==> config.mk <==
export PLATFORM = sky130hd
export DESIGN_NAME = pipeline_ex_mem
export DESIGN_NICKNAME = d
export VERILOG_FILES = /design/src/common/rv_pkg.sv /design/src/logic/pipeline_ex_mem.sv
export SDC_FILE = /design/constraint.sdc
export NUM_CORES = 1
export LEC_CHECK = 0
export BUFFER_PORTS_ARGS = -buffer_cell sky130_fd_sc_hd__buf_2
export CORE_UTILIZATION = 45
export CTS_BUF_LIST = sky130_fd_sc_hd__clkbuf_16
export CTS_CLUSTER_DIAMETER = 30
export DETAILED_ROUTE_END_ITERATION = 12
export PLACE_DENSITY = 0.86
export RECOVER_POWER = 25
export SYNTH_ARGS = -nofsm -noshare
export SYNTH_HDL_FRONTEND = slang
export SYNTH_SLANG_ARGS = --single-unit
export TNS_END_PERCENT = 1
==> constraint.sdc <==
create_clock -name i_clock -period 0.95 [get_ports i_clock]
set_input_delay 0.095 -clock i_clock [delete_from_list [all_inputs] [get_ports i_clock]]
set_output_delay 0.095 -clock i_clock [all_outputs]
set_load 0.03 [all_outputs]
==> src/common/rv_pkg.sv <==
package rv_pkg;

    typedef logic [31:0] data_t;
    typedef logic [31:0] inst_addr_t;
    typedef logic [4:0]  reg_addr_t;

    // Memory access size, 2'd3 is unused
    typedef enum logic [1:0]
    {
        access_byte = 2'd0,
        access_half = 2'd1,
        access_word = 2'd2
    } data_access_t;

    // Source of the register write data
    typedef enum logic [1:0]
    {
        sel_result = 2'd0,  // ALU result or address
        sel_load   = 2'd1,  // Data read from memory
        sel_link   = 2'd2   // Return address, pc + 4
    } wb_sel_t;

    typedef struct packed
    {
        inst_addr_t   pc;             // Instruction address
        data_t        result;         // ALU value or effective address
        data_t        data_b;         // Store data
        logic         mem_wr_enable;  // Store
        logic         mem_rd_enable;  // Load
        data_access_t mem_access;     // Access size
        logic         mem_unsigned;   // Zero-extend load data
        reg_addr_t    reg_wr_addr;
        logic         reg_wr_enable;
        wb_sel_t      reg_wr_sel;
    } ex_mem_t;

    // Wishbone classic request, word addressed
    typedef struct packed
    {
        logic        cyc;
        logic        stb;
        logic        we;
        logic [3:0]  sel;  // Byte lane enables
        logic [29:0] adr;  // Word address
        data_t       dat;
    } wb_req_t;

    typedef struct packed
    {
        logic  ack;
        data_t dat;   // Valid together with ack
    } wb_rsp_t;

    typedef struct packed
    {
        logic      valid;
        reg_addr_t reg_addr;
        data_t     data;
    } reg_write_t;

    // One data word seen as halfword or byte lanes
    typedef union packed
    {
        logic [1:0][15:0] half_lane;
        logic [3:0][7:0]  byte_lane;
    } data_lanes_t;

endpackage

==> src/logic/pipeline_ex_mem.sv <==
`timescale 1ns/1ps

module pipeline_ex_mem
    import rv_pkg::*;
(
    input  logic    i_clock,
    input  logic    i_reset,
    input  logic    i_stall,   // Hold the current instruction
    input  logic    i_flush,   // Load a bubble
    input  ex_mem_t i_ex,      // Instruction leaving EX
    output ex_mem_t o_ex_mem   // Instruction in MEM
);

    // A bubble is the all-zero word, no memory access and no register write.
    // Stall wins over flush so a pending memory access is never dropped.
    always_ff @(posedge i_clock)
    begin
        if (i_reset)
        begin
            o_ex_mem <= '0;
        end
        else if (i_stall)
        begin
            o_ex_mem <= o_ex_mem;     // Wait for the memory access
        end
        else if (i_flush)
        begin
            o_ex_mem <= '0;
        end
        else
        begin
            o_ex_mem <= i_ex;
        end
    end

endmodule

# Yosys cells after proc, flatten, opt, wreduce, memory -nomap -nowiden
# Index checks and enable logic that the tools add are counted.
# word_totals
inputBits	113
out_inout_bits	109
word_cells	11
regBits	109
# classes
muxes	1
# op_table
operator	n
$mux W109	1

# Depth between registers and ports, before layout
# Gate-level depths: netlist of run 1.
# depth
depth_word	1
mapped_depth	5
depth_no_buf	2

# Least setup slack after synthesis of run 1
# OpenSTA, ideal clock, no wires.
# synth_timing
kind	input-to-reg
startpoint	input port i_reset
endpoint	register o_ex_mem[88] (netlist name)
arrival_time_ps	769
path_stages	5
setup_time_ps	121
path_buffers	4
path_slack_ps	60
required_ps	829
cell_sequence	buf_2 -> buf_6 -> buf_6 -> buf_6 -> o22ai_2
# synth_lines
element	line_no	rtl
start: declaration	pipeline_ex_mem.sv:7	input logic i_reset,
end signal: assignment	pipeline_ex_mem.sv:24	o_ex_mem <= o_ex_mem;
end signal: assignment	pipeline_ex_mem.sv:32	o_ex_mem <= i_ex;
end: declaration	pipeline_ex_mem.sv:11	output ex_mem_t o_ex_mem
# No word-level cell between the ends.

# Worst setup path after layout of run 1
# layout_timing
startpoint	register o_ex_mem[81] (netlist name)
endpoint	output port o_ex_mem[81] (netlist name)
# No word-level cell between the ends.

==> qor.yml, run 1 <==
grt_antenna_before_repair: 0
largest_register_ff_count: 109
detailed_route_drc_error_count: 0
design_power_total_w: 0.0108
globalplace.congestion: 0.723
post-synth-top-area-fraction_pct: 49.7
max_clock_freq_ghz: 1.04
drv_cap: 0
start_kind: "register"
dieWidth_um: 101
timing.final.setup_violations: 1
finish.instance_area_um2: 6650
timing.critical_path.required_ns: 0.85
min_period_ns: 0.960
grt_pass1_vias: 3839
p_leak_nw: 2.76
crit_fanout: 2
worstReg2RegStart: "o_ex_mem[79]"
synth.yosys.seq_area_share_pct: 49.7
drt_iter0_drc: 127
mappedNetlistArea_um2: 4390
setup.worst_path.class: "register to output pin"
core.rowCount: 35
drt_pre_antenna_iters: 4
pin_count: 222
top_register: "o_ex_mem"
worstHoldPathType: "primary input to register"
worstPathCellList: "buf_4"
worst_pin_slew_ns: 0.380
max_stage_delay_ns: 0.35
detail_route.wirelength_um: 12700
maximum_number_of_pins_on_one_net_before_global_route_repair: 58
cell_pwr_density_nw_per_um2: 1620
postCtsResizedCells: 159
startpoint: "o_ex_mem[81]"
synthSimpleGateAreaFrac_pct: 25.0
clk_pin_slew_worst_paths_ns: 0.08
worst_r2r_path_depth: 2
synth.yosys.warnings: 0
layout.nets: 797
synth.mux.area_fraction_pct: 0
floorplan.core_area_um2: 9330
placed_wire_length_estimate_um: 7750
track_usage_pct: 22.5
clockBufferDepth: 2
cts_setup_buffers: 0
clkSinkCount: 109
failed_checks: "negative setup slack"
drt-wirelength-per-cell_um: 15.5
grt.overflow.total: 0
fin_crit_sh_pct: 101
path_depth: 1
area.growth.synth_to_final_pct: 51.3
timing.critical_path.to: "o_ex_mem[81]"
power.share.combinational_pct: 16.3
synth_fp_nets: 598
p_seq_share_pct: 45.6
dr_total_vias: 4216
tritoncts: "done"
skew_ns: 0
path_delay_family: "flip-flops"
final_layout_size_suffix_gt1_share_pct: 52.1
detail-route-antenna-nets: 0
worstPathArrival_ns: 0.86
biggestRegsByFlops: "o_ex_mem x109"
ys_ff_latch: 109
insertedDiodeCount: 0
timing.final.ws_setup_ns: -0.00988
clock_latency_ns: 0.34
synth_cell_type_count: 12
cts-hold-fix-buffers: 0
post_dp_area_um2: 5550
power_share_of_the_clock_group_pct: 38.0
synth-compound-area-share_pct: 18.3
port_buffers: 221
die_h_um: 101
detailed_route_vias_per_instance: 5.15
maxSlewHeadroom_pct: 74.7
start_util_pct: 47.1
crit-reg2reg-capture: "o_ex_mem[79]"
post_synth_xor_area_fraction_pct: 0
reg2reg_slack_ns: 0.20
p_switching_w: 0.00283
clock_buffer_count_from_cts: 9
synth_area_leader_cell: "dfxtp_1"
fin_tns_setup_ns: -0.00988
postSynthCellCount: 485
timing_hold_violations_final: 0
share_of_synthesized_cell_area_in_full_adder_half_adder_and_majority_cells_pct: 0
cts_htree_levels: 3
p_int_w: 0.00794
synth_top_family_by_area: "simple AND/OR/NAND/NOR gates"
run_status: "complete, but fails checks"
clock-root-buffer: "clkbuf_16"
setup_repair_after_global_routing_missed_its_margin: "yes"
cp_slowest_cell: "dfxtp_1"
final_max_slew_viol_count: 0
synth.avg_cell_area_um2: 9.06
global_route_wire_length_before_repair_um: 18100
netlist_top_cells_area: "dfxtp_1, nand2b_1, o22ai_1, nand2_1, o22ai_2"
vdd.ir_drop.worst_v: 0.00120
design.die.area_um2: 10200
p_sw_share_pct: 26.3
worstSetupEndpointType: "output pin"
timing.hold.worst_path_depth: 3
timing.critical_path.buf_inv: 1
tightest hold or removal path: cells and delay by family:
family / cells / cell delay (ns)
buf+inv: 1 / 0.10
simple gates: 1 / 0.06
compound gates: 1 / 0.06
worst min path at each step:
stage | startpoint | to | slack (ns)
CTS | i_ex[42] | o_ex_mem[42] | 0.003
detailed placement | i_ex[42] | o_ex_mem[42] | 0.37
floorplan | i_ex[106] | o_ex_mem[106] | 0.25
global placement | i_ex[106] | o_ex_mem[106] | 0.35
finish | i_ex[67] | o_ex_mem[67] | 0.009
global route | i_ex[12] | o_ex_mem[12] | 0.006
stage by stage:
stage | hold slack (ns) | utilization (%) | instances | worst slack [ns]
finish | 0.00892 | 71.3 | 818 | -0.00988
global route | 0.00568 | 71.3 | 818 | -0.0424
CTS | 0.00329 | 67.6 | 818 | -0.000767
detailed placement | 0.369 | 59.5 | 802 | -0.0344
global placement | 0.346 | 59.5 | 802 | 0.0275
floorplan | 0.247 | - | 485 | 0.0603
placed cells by master, fill, tap and decap left out, drive strengths merged:
cell type  netlist  layout
inv              0       3
clkinvlp         0       1
buf             23     236
dfxtp          109     109
clkbuf          25       9
clkinv           0       1
o22ai          108     108
or2              1       1
nand2b         108     108
bufinv           0       2
a21oi            1       1
or3b             1       1
nand2          109     109
routing by layer:
layer  vias to the layer above  GRT usage [%]  share of wire [%]
met5                         -              0                  0
met4                         0           7.47                1.8
met3                        21           5.69                6.9
met2                       173           41.6                 54
met1                      1980           25.0                 38
li1                       2042              -                  -
power by group through the flow:
stage               registers, W  clock network [W]  logic (W)
floorplan                0.00530                  0   0.000647
global placement         0.00493                  0    0.00148
detailed placement       0.00494                  0    0.00152
CTS                      0.00486            0.00419    0.00166
global route             0.00493            0.00438    0.00187
finish                   0.00491            0.00410    0.00176
synth_stat cells:
| library cell | instances |
|---|---|
| buf_2 | 5 |
| o22ai_2 | 20 |
| nand2b_1 | 108 |
| clkbuf_1 | 25 |
| nand2_1 | 109 |
| or3b_1 | 1 |
| dfxtp_1 | 109 |
| o22ai_1 | 88 |
| or2_1 | 1 |
| buf_6 | 16 |
| buf_1 | 2 |
| a21oi_1 | 1 |
cell families (layout without fill, tap and decap cells):
logic type             count (synthesis)  in the layout
AOI/OAI and AO/OA                    109            109
and+or+nand+nor                      219            219
buffers and inverters                 48            252
DFF                                  109            109
cell type report:
class,count,area (um^2)
Multi-Input combinational cell,328,1910
Timing Repair Buffer,236,1960
Clock inverter,7,103
Sequential cell,109,2290
Tap cell,129,161
Clock buffer,9,225
Fill cell,652,2680
(Power assumes the default switching activity.)
==> inputs of run 2 (changes only) <==
--- a/config.mk
+++ b/config.mk
@@ -6,6 +6,7 @@
 export NUM_CORES = 1
 export LEC_CHECK = 0
 export BUFFER_PORTS_ARGS = -buffer_cell sky130_fd_sc_hd__buf_2
+export CORE_MARGIN = 8
 export CORE_UTILIZATION = 45
 export CTS_BUF_LIST = sky130_fd_sc_hd__clkbuf_16
 export CTS_CLUSTER_DIAMETER = 30
==> run 2 against run 1 <==
Against the previous run:
- the flow still finishes with violations (negative setup slack)
- largest cell class unchanged
- fmax is 0.92% higher
- critical endpoint is now o_ex_mem[10]
- die area is 30% higher
- clock-buffer cell count stayed put
- sequential cell count stayed put
- clock power is 12% lower
- via count is 0.55% higher
- core utilization is 2.9 points lower
- global-route usage is 2.6 points lower
- sequential power hardly changed
- clock skew stayed put
- worst hold slack worse by 0.0045 ns
==> qor.yml, run 2 (synthesis gave the netlist of run 1 again) <==
layout_commonest_cell: "buf_2"
cell_pwr_density_nw_per_um2: 1560
area.growth.synth_to_final_pct: 50.0
minimum_setup_slack_after_placement_ns: -0.104
start_util_pct: 45.6
clk_pin_slew_worst_paths_ns: 0.07
path_delay_family: "flip-flops"
design_power_total_w: 0.0103
design.die.area_um2: 13200
maxSlewHeadroom_pct: 66.1
drt_iter0_drc: 332
worstHoldPathType: "primary input to register"
post_dp_area_um2: 5510
biggestRegsByFlops: "o_ex_mem x109"
fill_cells: 710
setup_repair_after_global_routing_missed_its_margin: "yes"
core.rowCount: 36
max_stage_delay_ns: 0.37
drv_cap: 0
p_leak_nw: 2.74
detail_route.wirelength_um: 14500
detail-route-antenna-nets: 0
maximum_number_of_pins_on_one_net_before_global_route_repair: 84
final_layout_size_suffix_gt1_share_pct: 52.2
cp_slowest_cell: "dfxtp_2"
clock_buffer_count_from_cts: 9
grt_pass1_vias: 4278
pin_count: 222
port_buffers: 221
hold_slack_ns: 0.00443
clock-root-buffer: "clkbuf_16"
setup.worst_path.class: "register to output pin"
floorplan.core_area_um2: 9640
dieWidth_um: 115
crit_fanout: 2
drt-wirelength-per-cell_um: 17.7
max_clock_freq_ghz: 1.05
detailed_route_vias_per_instance: 5.18
fin_crit_sh_pct: 100
skew_ns: 0
failed_checks: "negative setup slack"
regArea_um2: 2300
cts_htree_levels: 3
timing_hold_violations_final: 0
detailed_route_drc_error_count: 0
finish.instance_area_um2: 6590
layout.nets: 794
dr_total_vias: 4239
run_status: "complete, but fails checks"
start_kind: "register"
timing.final.setup_violations: 1
grt.overflow.total: 0
worstPathArrival_ns: 0.86
top_register: "o_ex_mem"
drt_pre_antenna_iters: 4
track_usage_pct: 19.9
fin_tns_setup_ns: -0.00116
tritoncts: "done"
timing.critical_path.buf_inv: 1
min_period_ns: 0.951
global_route_wire_length_before_repair_um: 21100
timing.final.ws_setup_ns: -0.00116
worstSetupEndpointType: "output pin"
multi_input_comb_area_um2: 1910
timing.critical_path.required_ns: 0.85
insertedDiodeCount: 0
placed_wire_length_estimate_um: 9360
worstPathCellList: "buf_6"
clkSinkCount: 109
vdd.ir_drop.worst_v: 0.00103
die_h_um: 115
clockBufferDepth: 2
globalplace.congestion: 0.796
clock_latency_ns: 0.34
layout.cells.most_common_list: "buf_2, nand2_1, nand2b_1"
grt_antenna_before_repair: 0
final_max_slew_viol_count: 0
largest_register_ff_count: 109
worst_pin_slew_ns: 0.509
==> run 2: area by class of cell <==
| type | count | share of cell area (%) |
|---|---|---|
| multi-input combinational | 328 | 29.0 |
| tap | 133 | 2.53 |
| sequential | 109 | 34.9 |
| timing repair buffer | 233 | 29.3 |
| clock inverter | 7 | 0.892 |
| clock buffer | 9 | 3.42 |
==> run 2: final timing paths <==
path                                     from             to  slack, ns  cells past startpoint
worst min register to register  o_ex_mem[107]  o_ex_mem[107]       0.47                      2
worst max-delay path             o_ex_mem[10]   o_ex_mem[10]     -0.001                      1
worst min-delay path                 i_ex[81]   o_ex_mem[81]      0.004                      3
worst max register to register   o_ex_mem[10]   o_ex_mem[10]       0.17                      2
==> run 2: through the flow <==
| step | utilization, % | instances |
|---|---|---|
| 6_report | 68.4 | 819 |
| 5_1_grt | 68.4 | 819 |
| 4_1_cts | 64.4 | 818 |
| 3_5_place_dp | 57.2 | 802 |
| 3_3_place_gp | 57.2 | 802 |
| 2_1_floorplan | - | 485 |
==> run 2: layer usage <==
layer / vias to the layer above / track usage, % / part of all wire, %
met5: - / 0 / 0
met4: 0 / 7.97 / 2.7
met3: 33 / 7.30 / 8.5
met2: 179 / 35.1 / 52
met1: 2000 / 21.1 / 37
li1: 2027 / - / -
==> run 2: power breakdown <==
part	switching, W	leakage (nW)	internal (W)
Sequential	0.000139	0.930	0.00478
Combinational	0.000962	1.66	0.000801
Clock	0.00161	0.147	0.00201
==> run 2: timing repair <==
action                                 in CTS  in global routing
cloned                                      0                  0
pin swaps                                   0                  0
setup endpoints to repair                 109                 96
setup buffers                               0                  0
endpoints found under the hold margin       0                  1
resized for setup                         153                154
hold buffers                                0                  1
==> inputs of run 3 (changes only) <==
--- a/config.mk
+++ b/config.mk
@@ -11,6 +11,7 @@
 export CTS_BUF_LIST = sky130_fd_sc_hd__clkbuf_16
 export CTS_CLUSTER_DIAMETER = 30
 export DETAILED_ROUTE_END_ITERATION = 12
+export HOLD_SLACK_MARGIN = 0.03
 export PLACE_DENSITY = 0.86
 export RECOVER_POWER = 25
 export SYNTH_ARGS = -nofsm -noshare
==> run 3 against run 2 <==
Against the previous run:
- the run still ends with negative setup slack left
- sequential power about the same
- power rose by 2.7%
- register-to-register slack about the same
- sequential cell count is the same
- cell area up 10%
- non-clock buffer count is 67 higher
- clock skew unchanged
- core utilization grew 6.9 points
- first-iteration DRC count rose by 27%
- critical path type unchanged
- largest power group unchanged
==> qor.yml, run 3 (synthesis gave the netlist of run 1 again) <==
drt_pre_antenna_iters: 4
failed_checks: "negative setup slack"
maximum_number_of_pins_on_one_net_before_global_route_repair: 84
path_delay_family: "flip-flops"
worstHoldPathType: "primary input to register"
grt_antenna_before_repair: 1
timing.final.setup_violations: 3
pin_count: 222
run_status: "complete, but fails checks"
final_max_slew_viol_count: 0
max_stage_delay_ns: 0.38
timing.critical_path.buf_inv: 1
worstPathArrival_ns: 0.91
detailed_route_drc_error_count: 0
biggestRegsByFlops: "o_ex_mem x109"
design.die.area_um2: 13200
grt.overflow.total: 0
skew_ns: 0
layout_commonest_cell: "buf_2"
clock_buffer_count_from_cts: 9
timing.final.ws_setup_ns: -0.0521
worstSetupEndpointType: "output pin"
clockBufferDepth: 2
top_register: "o_ex_mem"
drt-wirelength-per-cell_um: 18.9
fin_crit_sh_pct: 105
layout.cells.most_common_list: "buf_2, nand2_1, nand2b_1"
port_buffers: 221
start_util_pct: 45.6
worstPathCellList: "buf_4"
vdd.ir_drop.worst_v: 0.00107
track_usage_pct: 22.9
detail_route.wirelength_um: 16800
globalplace.congestion: 0.796
drv_cap: 0
clkSinkCount: 109
detailed_route_vias_per_instance: 5.27
grt_pass1_vias: 4837
largest_register_ff_count: 109
post_dp_area_um2: 5510
p_leak_nw: 3.01
tritoncts: "done"
area.growth.synth_to_final_pct: 65.2
min_period_ns: 1.00
clock-root-buffer: "clkbuf_16"
max_clock_freq_ghz: 0.998
setup.worst_path.class: "register to output pin"
design_power_total_w: 0.0106
final_layout_size_suffix_gt1_share_pct: 47.1
worst_pin_slew_ns: 0.523
timing_hold_violations_final: 0
start_kind: "register"
setup_repair_after_global_routing_missed_its_margin: "yes"
layout.nets: 861
global_route_wire_length_before_repair_um: 24100
cp_slowest_cell: "dfxtp_1"
detail-route-antenna-nets: 0
fin_util_pct: 75.3
floorplan.core_area_um2: 9640
timing.critical_path.required_ns: 0.85
core.rowCount: 36
clock_latency_ns: 0.34
crit_fanout: 2
clk_pin_slew_worst_paths_ns: 0.07
drt_iter0_drc: 422
die_h_um: 115
cell_pwr_density_nw_per_um2: 1460
dr_total_vias: 4678
finish.instance_area_um2: 7260
maxSlewHeadroom_pct: 65.1
dieWidth_um: 115
cts_setup_buffers: 0
fill_cells: 575
cts_htree_levels: 3
placed_wire_length_estimate_um: 9360
-- run 3: cell count changes in the layout (fill, tap and decap cells not counted), sizes merged --
| cell | before | now |
|---|---|---|
| diode | 0 | 2 |
| dlygate4sd3 | 1 | 68 |
-- run 3: path summary, 6_finish.rpt --
path                 startpoint            end  slack, ns  depth (start not counted)
hold / removal         i_ex[36]   o_ex_mem[36]       0.02                          3
hold reg to reg   o_ex_mem[107]  o_ex_mem[107]       0.47                          2
setup / recovery   o_ex_mem[89]   o_ex_mem[89]      -0.05                          1
setup reg to reg   o_ex_mem[85]   o_ex_mem[85]       0.18                          2
-- run 3: layout make-up --
type	instances	area, um^2	share of cell area (%)
clock buffers	9	225	3.10
multi-input cells	328	1910	26.3
clock inverters	7	58.8	0.810
well taps	133	166	2.29
diodes	2	5.00	0.0690
flip-flops and latches	109	2290	31.6
repair buffers	300	2600	35.8
-- run 3: worst reg2reg max path, stage by stage (launching register included) --
cell     delay (ns)
dfxtp_2        0.35
nand2_1        0.07
o22ai_1        0.25
-- run 3: power by group --
part / internal (W) / switching (W) / total [W]
logic: 0.000981 / 0.00104 / 0.00202
registers: 0.00478 / 0.000145 / 0.00493
clock network: 0.00201 / 0.00162 / 0.00363
-- run 3: per-layer routing --
metal / routed length, um / vias to the layer above / global-route usage [%] / share of wire, %
met4: 788 / 0 / 12.4 / 4.7
li1: - / 2164 / - / -
met5: 0 / - / 0 / 0
met3: 1470 / 71 / 8.46 / 8.8
met2: 8780 / 252 / 41.3 / 52
met1: 5750 / 2191 / 22.3 / 34
-- run 3: through the flow --
step	setup WS, ns	hold WS, ns	instances	TNS [ns]
after CTS	0.000226	0.0303	885	0
after detailed placement	-0.104	0.362	802	-2.83
final	-0.0521	0.0195	888	-0.0730
after floorplan	0.0603	0.247	485	0
after global routing	-0.0870	0.0299	888	-0.313
after global placement	-0.0434	0.358	802	-0.560
-- run 3: what timing repair did --
| action | in CTS | in global routing |
|---|---|---|
| endpoints found under the setup margin | 109 | 96 |
| hold endpoints to repair | 67 | 1 |
| hold buffers | 67 | 1 |
| gates resized for setup | 153 | 158 |
